**src/rtl/spw_char_pkg.sv**
```systemverilog
// Character format: field widths, control codes, buffer flag words and the character union

package spw_char_pkg;

	// Bits per character, parity and flag included
	localparam int char_width = 10;
	localparam int ctrl_width = 4;

	// Control codes, first received code bit as LSB
	localparam logic [1:0] code_fct = 2'd0;
	localparam logic [1:0] code_eop = 2'd1;
	localparam logic [1:0] code_eep = 2'd2;
	localparam logic [1:0] code_esc = 2'd3;

	// Receive buffer words for packet ends
	localparam logic [8:0] flag_eop = 9'd256;
	localparam logic [8:0] flag_eep = 9'd257;

	// ----------------------------------------
	// Bit 0 is the first bit on the wire
	// ----------------------------------------
	typedef struct packed {
		logic [7:0] data;
		logic       flag;
		logic       parity;
	} spw_data_view_t;

	typedef struct packed {
		logic [5:0] unused;
		logic [1:0] code;
		logic       flag;
		logic       parity;
	} spw_ctrl_view_t;

	typedef union packed {
		spw_data_view_t data;
		spw_ctrl_view_t ctrl;
	} spw_char_u;

endpackage

```
**src/rtl/spw_rx_status_pkg.sv**
```systemverilog
// Receiver status: error cause width and cause codes

package spw_rx_status_pkg;

	// Width of the cause field
	localparam int cause_width = 2;

	// No error seen since reset
	localparam logic [cause_width-1:0] err_cause_none       = 2'd0;

	// Odd parity failed on a flag bit
	localparam logic [cause_width-1:0] err_cause_parity     = 2'd1;

	// ESC followed by ESC, EOP or EEP
	localparam logic [cause_width-1:0] err_cause_escape     = 2'd2;

	// Lines went quiet after traffic
	localparam logic [cause_width-1:0] err_cause_disconnect = 2'd3;

endpackage

```
**src/rtl/spw_char_assembler.sv**
```systemverilog
// Character shift register, running payload parity and parity check against the flag bit

`timescale 1ns/10ps

module spw_char_assembler (
	input  logic                   negedge_clk,
	input  logic                   rx_resetn,
	input  logic                   bit_valid,
	input  logic                   bit_value,
	input  logic                   char_start,
	output spw_char_pkg::spw_char_u char_word,
	output logic                   parity_ok
);

	localparam int pos_width = $clog2(spw_char_pkg::char_width);

	logic [spw_char_pkg::char_width-1:0] word_q;
	logic [pos_width-1:0]                pos;
	logic                                run_xor;
	logic                                prev_parity;

	assign char_word = word_q;

	// Previous payload, parity bit and flag must sum odd
	assign parity_ok = prev_parity ^ word_q[0] ^ bit_value;

	// Position and parity bookkeeping
	always_ff @(posedge negedge_clk or negedge rx_resetn)
	begin
		if (!rx_resetn)
		begin
			pos         <= '0;
			run_xor     <= 1'b0;
			prev_parity <= 1'b0;
		end
		else if (bit_valid)
		begin
			if (char_start)
			begin
				prev_parity <= run_xor;
				run_xor     <= 1'b0;
				pos         <= pos_width'(1);
			end
			else if (pos < pos_width'(spw_char_pkg::char_width))
			begin
				// Payload starts after parity and flag
				if (pos >= pos_width'(2))
					run_xor <= run_xor ^ bit_value;
				pos <= pos + 1'b1;
			end
		end
	end

	// Character bits, first bit at bit 0
	always_ff @(posedge negedge_clk)
	begin
		if (bit_valid)
		begin
			if (char_start)
				word_q <= {{(spw_char_pkg::char_width-1){1'b0}}, bit_value};
			else if (pos < pos_width'(spw_char_pkg::char_width))
				word_q[pos] <= bit_value;
		end
	end

endmodule

```
**src/rtl/spw_code_decoder.sv**
```systemverilog
// Escape tracking and decoding of finished characters into strobes, buffer words and time codes

`timescale 1ns/10ps

module spw_code_decoder (
	input  logic                    negedge_clk,
	input  logic                    rx_resetn,
	input  logic                    char_done,
	input  logic                    is_control,
	input  logic                    halt,
	input  spw_char_pkg::spw_char_u char_word,
	output logic                    rx_got_fct,
	output logic                    rx_got_null,
	output logic                    rx_got_nchar,
	output logic                    rx_got_time_code,
	output logic [8:0]              rx_data_flag,
	output logic                    rx_buffer_write,
	output logic [7:0]              rx_time_out,
	output logic                    rx_tick_out,
	output logic                    esc_error
);

	logic       esc_pending;
	logic       take;
	logic [1:0] code;

	assign take = char_done && !halt;
	assign code = char_word.ctrl.code;

	// ----------------------------------------
	// Strobes and escape state
	// ----------------------------------------
	always_ff @(posedge negedge_clk or negedge rx_resetn)
	begin
		if (!rx_resetn)
		begin
			esc_pending      <= 1'b0;
			rx_got_fct       <= 1'b0;
			rx_got_null      <= 1'b0;
			rx_got_nchar     <= 1'b0;
			rx_got_time_code <= 1'b0;
			rx_buffer_write  <= 1'b0;
			rx_tick_out      <= 1'b0;
			esc_error        <= 1'b0;
		end
		else
		begin
			rx_got_fct       <= 1'b0;
			rx_got_null      <= 1'b0;
			rx_got_nchar     <= 1'b0;
			rx_got_time_code <= 1'b0;
			rx_buffer_write  <= 1'b0;
			rx_tick_out      <= 1'b0;
			esc_error        <= 1'b0;
			if (take)
			begin
				if (esc_pending)
				begin
					esc_pending <= 1'b0;
					if (!is_control)
					begin
						rx_got_time_code <= 1'b1;
						rx_tick_out      <= 1'b1;
					end
					else if (code == spw_char_pkg::code_fct)
						rx_got_null <= 1'b1;
					else
						esc_error <= 1'b1;
				end
				else if (!is_control)
				begin
					rx_got_nchar    <= 1'b1;
					rx_buffer_write <= 1'b1;
				end
				else
				begin
					case (code)
						spw_char_pkg::code_fct: rx_got_fct <= 1'b1;
						spw_char_pkg::code_esc: esc_pending <= 1'b1;
						default:
						begin
							// EOP and EEP go to the buffer as N-chars
							rx_got_nchar    <= 1'b1;
							rx_buffer_write <= 1'b1;
						end
					endcase
				end
			end
		end
	end

	// Payload words, valid with their strobes
	always_ff @(posedge negedge_clk)
	begin
		if (take && !is_control && esc_pending)
			rx_time_out <= char_word.data.data;
		else if (take && !is_control)
			rx_data_flag <= {1'b0, char_word.data.data};
		else if (take && !esc_pending && code == spw_char_pkg::code_eop)
			rx_data_flag <= spw_char_pkg::flag_eop;
		else if (take && !esc_pending && code == spw_char_pkg::code_eep)
			rx_data_flag <= spw_char_pkg::flag_eep;
	end

	a_one_event: assert property (@(posedge negedge_clk) disable iff (!rx_resetn)
		$onehot0({rx_got_fct, rx_got_null, rx_got_nchar, rx_got_time_code}));

endmodule

```
**src/rtl/spw_ds_decoder.sv**
```systemverilog
// Data-strobe input synchronizer, bit recovery on data xor strobe changes, disconnect timer

`timescale 1ns/10ps

module spw_ds_decoder #(
	parameter int disc_cycles = 32
) (
	input  logic negedge_clk,
	input  logic rx_resetn,
	input  logic rx_din,
	input  logic rx_sin,
	output logic bit_valid,
	output logic bit_value,
	output logic disconnect
);

	localparam int cnt_width = $clog2(disc_cycles + 1);

	logic [1:0]           din_sync;
	logic [1:0]           sin_sync;
	logic                 xor_prev;
	logic                 change;
	logic                 armed;
	logic [cnt_width-1:0] quiet_cnt;

	// Any edge on either line flips data xor strobe
	assign change = (din_sync[1] ^ sin_sync[1]) != xor_prev;

	// ----------------------------------------
	// Synchronizer and compare stage
	// ----------------------------------------
	always_ff @(posedge negedge_clk or negedge rx_resetn)
	begin
		if (!rx_resetn)
		begin
			din_sync  <= '0;
			sin_sync  <= '0;
			xor_prev  <= 1'b0;
			bit_valid <= 1'b0;
			bit_value <= 1'b0;
		end
		else
		begin
			din_sync  <= {din_sync[0], rx_din};
			sin_sync  <= {sin_sync[0], rx_sin};
			xor_prev  <= din_sync[1] ^ sin_sync[1];
			bit_valid <= change;
			bit_value <= din_sync[1];
		end
	end

	// Quiet counter, armed by the first transition
	always_ff @(posedge negedge_clk or negedge rx_resetn)
	begin
		if (!rx_resetn)
		begin
			armed      <= 1'b0;
			quiet_cnt  <= '0;
			disconnect <= 1'b0;
		end
		else if (change)
		begin
			armed      <= 1'b1;
			quiet_cnt  <= '0;
			disconnect <= 1'b0;
		end
		else if (armed && !disconnect)
		begin
			if (quiet_cnt == cnt_width'(disc_cycles - 1))
				disconnect <= 1'b1;
			else
				quiet_cnt <= quiet_cnt + 1'b1;
		end
	end

	// Input bit rate must stay well below the sample clock
	a_single_bit_pulse: assert property (@(posedge negedge_clk) disable iff (!rx_resetn)
		bit_valid |=> !bit_valid);

endmodule

```
**src/rtl/spw_rx_control.sv**
```systemverilog
// Character framing FSM, parity check timing and error latching with cause

`timescale 1ns/10ps

module spw_rx_control (
	input  logic                                     negedge_clk,
	input  logic                                     rx_resetn,
	input  logic                                     bit_valid,
	input  logic                                     bit_value,
	input  logic                                     parity_ok,
	input  logic                                     disconnect,
	input  logic                                     esc_error,
	output logic                                     char_start,
	output logic                                     char_done,
	output logic                                     is_control,
	output logic                                     halt,
	output logic                                     rx_error,
	output logic [spw_rx_status_pkg::cause_width-1:0] rx_error_cause
);

	localparam int idx_width = $clog2(spw_char_pkg::char_width);

	logic [idx_width-1:0] bit_idx;
	logic                 last_bit;
	logic                 parity_fail;
	logic                 take_bit;

	// Decoding stops for good once an error is latched
	assign halt     = rx_error;
	assign take_bit = bit_valid && !halt;

	assign char_start  = take_bit && (bit_idx == '0);
	assign parity_fail = take_bit && (bit_idx == idx_width'(1)) && !parity_ok;

	// Control characters end after 4 bits, data after 10
	assign last_bit = is_control ?
		(bit_idx == idx_width'(spw_char_pkg::ctrl_width - 1)) :
		(bit_idx == idx_width'(spw_char_pkg::char_width - 1));

	// ----------------------------------------
	// Framing
	// ----------------------------------------
	always_ff @(posedge negedge_clk or negedge rx_resetn)
	begin
		if (!rx_resetn)
		begin
			bit_idx    <= '0;
			is_control <= 1'b0;
			char_done  <= 1'b0;
		end
		else
		begin
			char_done <= 1'b0;
			if (take_bit)
			begin
				if (bit_idx == idx_width'(1))
				begin
					// Flag bit decides the character length
					is_control <= bit_value;
					bit_idx    <= bit_idx + 1'b1;
				end
				else if (bit_idx >= idx_width'(2) && last_bit)
				begin
					bit_idx   <= '0;
					char_done <= 1'b1;
				end
				else
					bit_idx <= bit_idx + 1'b1;
			end
		end
	end

	// First cause wins and sticks until reset
	always_ff @(posedge negedge_clk or negedge rx_resetn)
	begin
		if (!rx_resetn)
		begin
			rx_error       <= 1'b0;
			rx_error_cause <= spw_rx_status_pkg::err_cause_none;
		end
		else if (!rx_error)
		begin
			if (parity_fail)
			begin
				rx_error       <= 1'b1;
				rx_error_cause <= spw_rx_status_pkg::err_cause_parity;
			end
			else if (esc_error)
			begin
				rx_error       <= 1'b1;
				rx_error_cause <= spw_rx_status_pkg::err_cause_escape;
			end
			else if (disconnect)
			begin
				rx_error       <= 1'b1;
				rx_error_cause <= spw_rx_status_pkg::err_cause_disconnect;
			end
		end
	end

	a_cause_clear: assert property (@(posedge negedge_clk) disable iff (!rx_resetn)
		!rx_error |-> rx_error_cause == spw_rx_status_pkg::err_cause_none);

endmodule

```
**src/rtl/spw_rx_top.sv**
```systemverilog
// SpaceWire receiver top level: DS decoder, character assembler, framing control, code decoder

`timescale 1ns/10ps

module spw_rx_top #(
	parameter int disc_cycles = 32
) (
	input  logic                                     negedge_clk,
	input  logic                                     rx_resetn,
	input  logic                                     rx_din,
	input  logic                                     rx_sin,
	output logic                                     rx_got_bit,
	output logic                                     rx_got_fct,
	output logic                                     rx_got_null,
	output logic                                     rx_got_nchar,
	output logic                                     rx_got_time_code,
	output logic [8:0]                               rx_data_flag,
	output logic                                     rx_buffer_write,
	output logic [7:0]                               rx_time_out,
	output logic                                     rx_tick_out,
	output logic                                     rx_error,
	output logic [spw_rx_status_pkg::cause_width-1:0] rx_error_cause,
	output logic                                     rx_disconnect
);

	logic                    bit_valid;
	logic                    bit_value;
	logic                    char_start;
	logic                    char_done;
	logic                    parity_ok;
	logic                    is_control;
	logic                    halt;
	logic                    esc_error;
	spw_char_pkg::spw_char_u char_word;

	assign rx_got_bit = bit_valid;

	spw_ds_decoder #(
		.disc_cycles (disc_cycles)
	) u_spw_ds_decoder (
		.negedge_clk (negedge_clk),
		.rx_resetn   (rx_resetn),
		.rx_din      (rx_din),
		.rx_sin      (rx_sin),
		.bit_valid   (bit_valid),
		.bit_value   (bit_value),
		.disconnect  (rx_disconnect)
	);

	spw_char_assembler u_spw_char_assembler (
		.negedge_clk (negedge_clk),
		.rx_resetn   (rx_resetn),
		.bit_valid   (bit_valid),
		.bit_value   (bit_value),
		.char_start  (char_start),
		.char_word   (char_word),
		.parity_ok   (parity_ok)
	);

	spw_rx_control u_spw_rx_control (
		.negedge_clk    (negedge_clk),
		.rx_resetn      (rx_resetn),
		.bit_valid      (bit_valid),
		.bit_value      (bit_value),
		.parity_ok      (parity_ok),
		.disconnect     (rx_disconnect),
		.esc_error      (esc_error),
		.char_start     (char_start),
		.char_done      (char_done),
		.is_control     (is_control),
		.halt           (halt),
		.rx_error       (rx_error),
		.rx_error_cause (rx_error_cause)
	);

	spw_code_decoder u_spw_code_decoder (
		.negedge_clk      (negedge_clk),
		.rx_resetn        (rx_resetn),
		.char_done        (char_done),
		.is_control       (is_control),
		.halt             (halt),
		.char_word        (char_word),
		.rx_got_fct       (rx_got_fct),
		.rx_got_null      (rx_got_null),
		.rx_got_nchar     (rx_got_nchar),
		.rx_got_time_code (rx_got_time_code),
		.rx_data_flag     (rx_data_flag),
		.rx_buffer_write  (rx_buffer_write),
		.rx_time_out      (rx_time_out),
		.rx_tick_out      (rx_tick_out),
		.esc_error        (esc_error)
	);

endmodule

```
**config.mk**
```make
export PLATFORM = sky130hd
export DESIGN_NAME = spw_rx_top
export DESIGN_NICKNAME = d
export VERILOG_FILES = /design/src/rtl/spw_char_pkg.sv /design/src/rtl/spw_rx_status_pkg.sv /design/src/rtl/spw_char_assembler.sv /design/src/rtl/spw_code_decoder.sv /design/src/rtl/spw_ds_decoder.sv /design/src/rtl/spw_rx_control.sv /design/src/rtl/spw_rx_top.sv
export SDC_FILE = /design/constraint.sdc
export NUM_CORES = 1
export LEC_CHECK = 0
export ABC_AREA = 1
export BUFFER_PORTS_ARGS = -buffer_cell sky130_fd_sc_hd__buf_4
export CORE_UTILIZATION = 35
export DETAILED_ROUTE_END_ITERATION = 8
export GPL_TIMING_DRIVEN = 0
export PLACE_DENSITY = 0.62
export SYNTH_ARGS = -nofsm -noshare
export SYNTH_HDL_FRONTEND = slang
export SYNTH_SLANG_ARGS = --single-unit
```
**constraint.sdc**
```tcl
create_clock -name negedge_clk -period 2.95 [get_ports negedge_clk]
set_input_delay 0.885 -clock negedge_clk [delete_from_list [all_inputs] [get_ports negedge_clk]]
set_output_delay 0.885 -clock negedge_clk [all_outputs]
set_load 0.02 [all_outputs]
```
==> impl_metrics.py <==
metrics = {
    "outcome": {
        "status": "finished clean",
    },
    "drt": {
        "drtAntennaViolNets": 0,
        "first_pass_iters": 4,
        "wl_per_cell_um": 10.7,
        "routed_wl_mm": 4.49,
        "post_drt_via_cell_ratio": 4.58,
        "route.detailed.drc": 0,
        "drtIter0Drc": 75,
        "num_vias": 1923,
    },
    "timing": {
        "period_needed_ns": 2.00,
        "setup_tns_ns": 0,
        "final_max_slew_viol_count": 0,
        "clock_skew_ns": 0.00992,
        "timing.slew.headroom_pct": 43.4,
        "timing.hold.ws_ns": 0.353,
        "grt_setup_unrepaired": "false",
        "max_slew.worst_pin.slew_ns": 0.843,
        "fin_crit_sh_pct": 67.8,
        "fmax_mhz": 500,
        "hold_viol": 0,
        "setup_viol": 0,
    },
    "setup_path": {
        "crit_path_cell_trace": "inv_2 > nand2_1 > inv_1 > nand2_1 > nor2_1 > nor2_1",
        "crit_family": "simple AND/OR/NAND/NOR gates",
        "worstPathArrival_ns": 2.01,
        "crit_buf_inv": 2,
        "crit_type": "register to register",
        "crit_fanout": 9,
        "critPathCaptureType": "register",
        "crit_slowest_cell": "nor2_1",
        "cpPeakStageDelay_ns": 0.54,
        "worstPathRequired_ns": 2.96,
        "worst_setup_path_start_kind": "register",
    },
    "power": {
        "switching_power_uw": 943,
        "power_mw": 2.64,
        "swShare_pct": 35.7,
        "intPower_mw": 1.70,
        "ir_drop_mv": 0.305,
        "power_density_mw_per_mm2": 791,
        "power_frac_comb_pct": 27.5,
        "seqPwrFrac_pct": 48.2,
        "pwr-share-clk_pct": 24.4,
        "p_leak_nw": 1.53,
    },
    "clocking": {
        "cts.htree.levels": 3,
        "numCtsBuffers": 9,
        "ctsResizeCount": 0,
        "postCtsSetupRepairBufs": 0,
        "cts_tree": "yes",
        "clkSinkCount": 62,
        "cts.clk_slew.worst_paths_ns": 0.07,
        "cts_hold_buf": 0,
        "clk_latency_ns": 0.33,
        "cts-root-buf": "clkbuf_8",
        "ctsLongestPathBuffers": 2,
    },
    "min_path": {
        "hold_path_class": "register to register",
    },
    "grt": {
        "grt_pass1_wl_mm": 7.86,
        "track_usage_pct": 12.1,
        "grt-ovfl-total": 0,
        "grt_max_degree": 37,
        "grt_pass1_vias": 1836,
        "antenna_found_initial": 0,
    },
    "floorplan": {
        "dieHeight_um": 91.4,
        "initial_core_util_pct": 36.2,
        "ios": 32,
        "core_sq_mm": 0.00773,
        "die_area_sq_mm": 0.00836,
        "die_x_um": 91.4,
        "num_rows": 32,
    },
    "logic_synthesis": {
        "synth_xor_xnor_area_share_pct": 1.88,
        "syn_inst": 271,
        "synthSimpleGateAreaFrac_pct": 18.1,
        "synth-edff-count": 26,
        "ys_types": 34,
        "synth-compound-area-share_pct": 7.91,
        "synth_area_leader_cell": "dfrtp_1",
        "synth-async-reset-ratio_pct": 58.1,
        "synth_fa_ha_area_share_pct": 5.36,
        "syn_area_sq_mm": 0.00280,
        "synth.area.top_cells": "dfrtp_1 (32%), edfxtp_1 (28%), nand2_1 (5.9%), ha_1 (5.4%), inv_1 (4.4%)",
        "synth_area_per_cell_sq_um": 10.3,
        "seq_area_frac_synth_pct": 60.1,
        "muxShareOfSynthArea_pct": 0,
        "synth_warnings": 0,
        "synth.net_count": 287,
        "synth_ff_type": "dfrtp_1",
        "synth_top_family_by_area": "simple AND/OR/NAND/NOR gates",
        "yosys_register_bits": 62,
        "yosys.area.top_type_share_pct": 32.2,
    },
    "cells_and_area": {
        "areaGrowthSynthToFinish_pct": 19.1,
        "utilization_pct": 43.2,
        "fill_cells": 741,
        "antennaDiodeCount": 0,
        "fin_nets": 329,
        "drive_gt1_share_pct": 23.0,
        "fin_cells": 420,
    },
    "place": {
        "hpwl_mm": 3.20,
        "gp_congestion": 0.860,
        "dp.cells": 404,
        "portBuffers": 31,
    },
    "job": {
        "cap_viol_max_count": 0,
    },
}
-- layout by cell type (no fill, tap or decap), drive strengths merged --
cell / n
buf: 37
nor3: 2
o22ai: 1
nand4: 6
dfrtp: 36
o31ai: 2
edfxtp: 26
inv: 38
clkbuf: 10
nand3: 23
ha: 12
nor4: 1
o21ai: 19
clkinv: 3
nor2: 28
xnor2: 2
or2: 1
xor2: 4
nand2: 47
clkinvlp: 3
a21oi: 15
a31o: 1
a31oi: 1
-- layout make-up --
| type | count | area (sq um) | share of cell area [%] |
|---|---|---|---|
| multi-input cells | 165 | 932 | 28.0 |
| clock inverters | 7 | 50.0 | 1.50 |
| clock buffers | 9 | 124 | 3.71 |
| repair buffers | 31 | 233 | 6.98 |
| inverters | 37 | 139 | 4.17 |
| plain buffers | 7 | 47.5 | 1.43 |
| flip-flops and latches | 62 | 1680 | 50.4 |
| well taps | 102 | 128 | 3.83 |
-- metrics by stage --
stage	cell area [sq um]	setup WS, ns
6_report	3330	0.950
2_1_floorplan	2800	1.13
5_1_grt	3330	0.770
4_1_cts	3330	0.915
3_3_place_gp	3160	0.897
3_5_place_dp	3160	0.921
-- registers in the layout, indices dropped and copies added (netlist names), 2 cells and up --
| signal | count |
|---|---|
| u_spw_code_decoder.rx_data_flag | 9 |
| u_spw_ds_decoder.sin_sync | 2 |
| u_spw_ds_decoder.quiet_cnt | 6 |
| u_spw_char_assembler.char_word | 9 |
| u_spw_code_decoder.rx_time_out | 8 |
| u_spw_rx_control.rx_error_cause | 2 |
| u_spw_char_assembler.pos | 4 |
| u_spw_rx_control.bit_idx | 4 |
| u_spw_ds_decoder.din_sync | 2 |
-- worst paths after layout --
kind                       slack [ns]                          from  cells past startpoint                                  to
hold reg to reg                  0.35  u_spw_ds_decoder.din_sync[0]                      0        u_spw_ds_decoder.din_sync[1]
hold / removal                   0.35  u_spw_ds_decoder.din_sync[0]                      0        u_spw_ds_decoder.din_sync[1]
min in group asynchronous        0.50                     rx_resetn                      1       u_spw_ds_decoder.quiet_cnt[4]
setup reg to reg                 0.95         u_spw_rx_control.halt                      6  u_spw_code_decoder.rx_data_flag[1]
max in group asynchronous        2.11                     rx_resetn                      1               u_spw_rx_control.halt
setup / recovery                 0.95         u_spw_rx_control.halt                      6  u_spw_code_decoder.rx_data_flag[1]
-- metal layers --
| layer | share of wire (%) | vias to the layer above | track usage, % | routed length [um] |
|---|---|---|---|---|
| met5 | 0 | - | 0 | 0 |
| met4 | 1.1 | 0 | 4.10 | 50 |
| met3 | 4.7 | 6 | 5.53 | 211 |
| met2 | 49 | 34 | 19.7 | 2180 |
| met1 | 45 | 908 | 14.1 | 2040 |
| li1 | - | 975 | - | - |
-- Yosys cell counts (2+ instances only) --
| library cell | instances |
|---|---|
| inv_2 | 4 |
| a21oi_1 | 14 |
| o21ai_1 | 5 |
| nand3_2 | 2 |
| edfxtp_1 | 26 |
| nand2_1 | 44 |
| xnor2_1 | 2 |
| xor2_1 | 4 |
| inv_1 | 33 |
| nor2_2 | 4 |
| o21ai_0 | 13 |
| buf_2 | 2 |
| buf_4 | 3 |
| nand4_1 | 5 |
| o31ai_1 | 2 |
| ha_1 | 12 |
| nor2_1 | 23 |
| dfrtp_1 | 36 |
| nand3_1 | 21 |
| nand2_2 | 2 |
-- logic make-up (layout without fill, tap and decap cells) --
group | Yosys count | in the layout
AO/OA/AOI/OAI | 39 | 39
XOR/XNOR | 6 | 6
adder cells (fa/ha/maj) | 12 | 12
buffers and inverters | 44 | 91
flip-flops | 62 | 62
AND/OR/NAND/NOR | 108 | 108
-- power groups by stage --
stage,clock network [mW],logic (mW),registers (mW)
2_1_floorplan,0,0.531,1.29
3_3_place_gp,0,0.716,1.28
3_5_place_dp,0,0.732,1.29
4_1_cts,0.673,0.737,1.27
5_1_grt,0.704,0.850,1.29
6_report,0.643,0.725,1.27
-- worst reg2reg max path: stages, from the launching register on --
cell,delay (ns)
dfrtp_1,0.39
inv_2,0.13
nand2_1,0.13
inv_1,0.09
nand2_1,0.08
nor2_1,0.54
nor2_1,0.34
(Power assumes the default switching activity.)
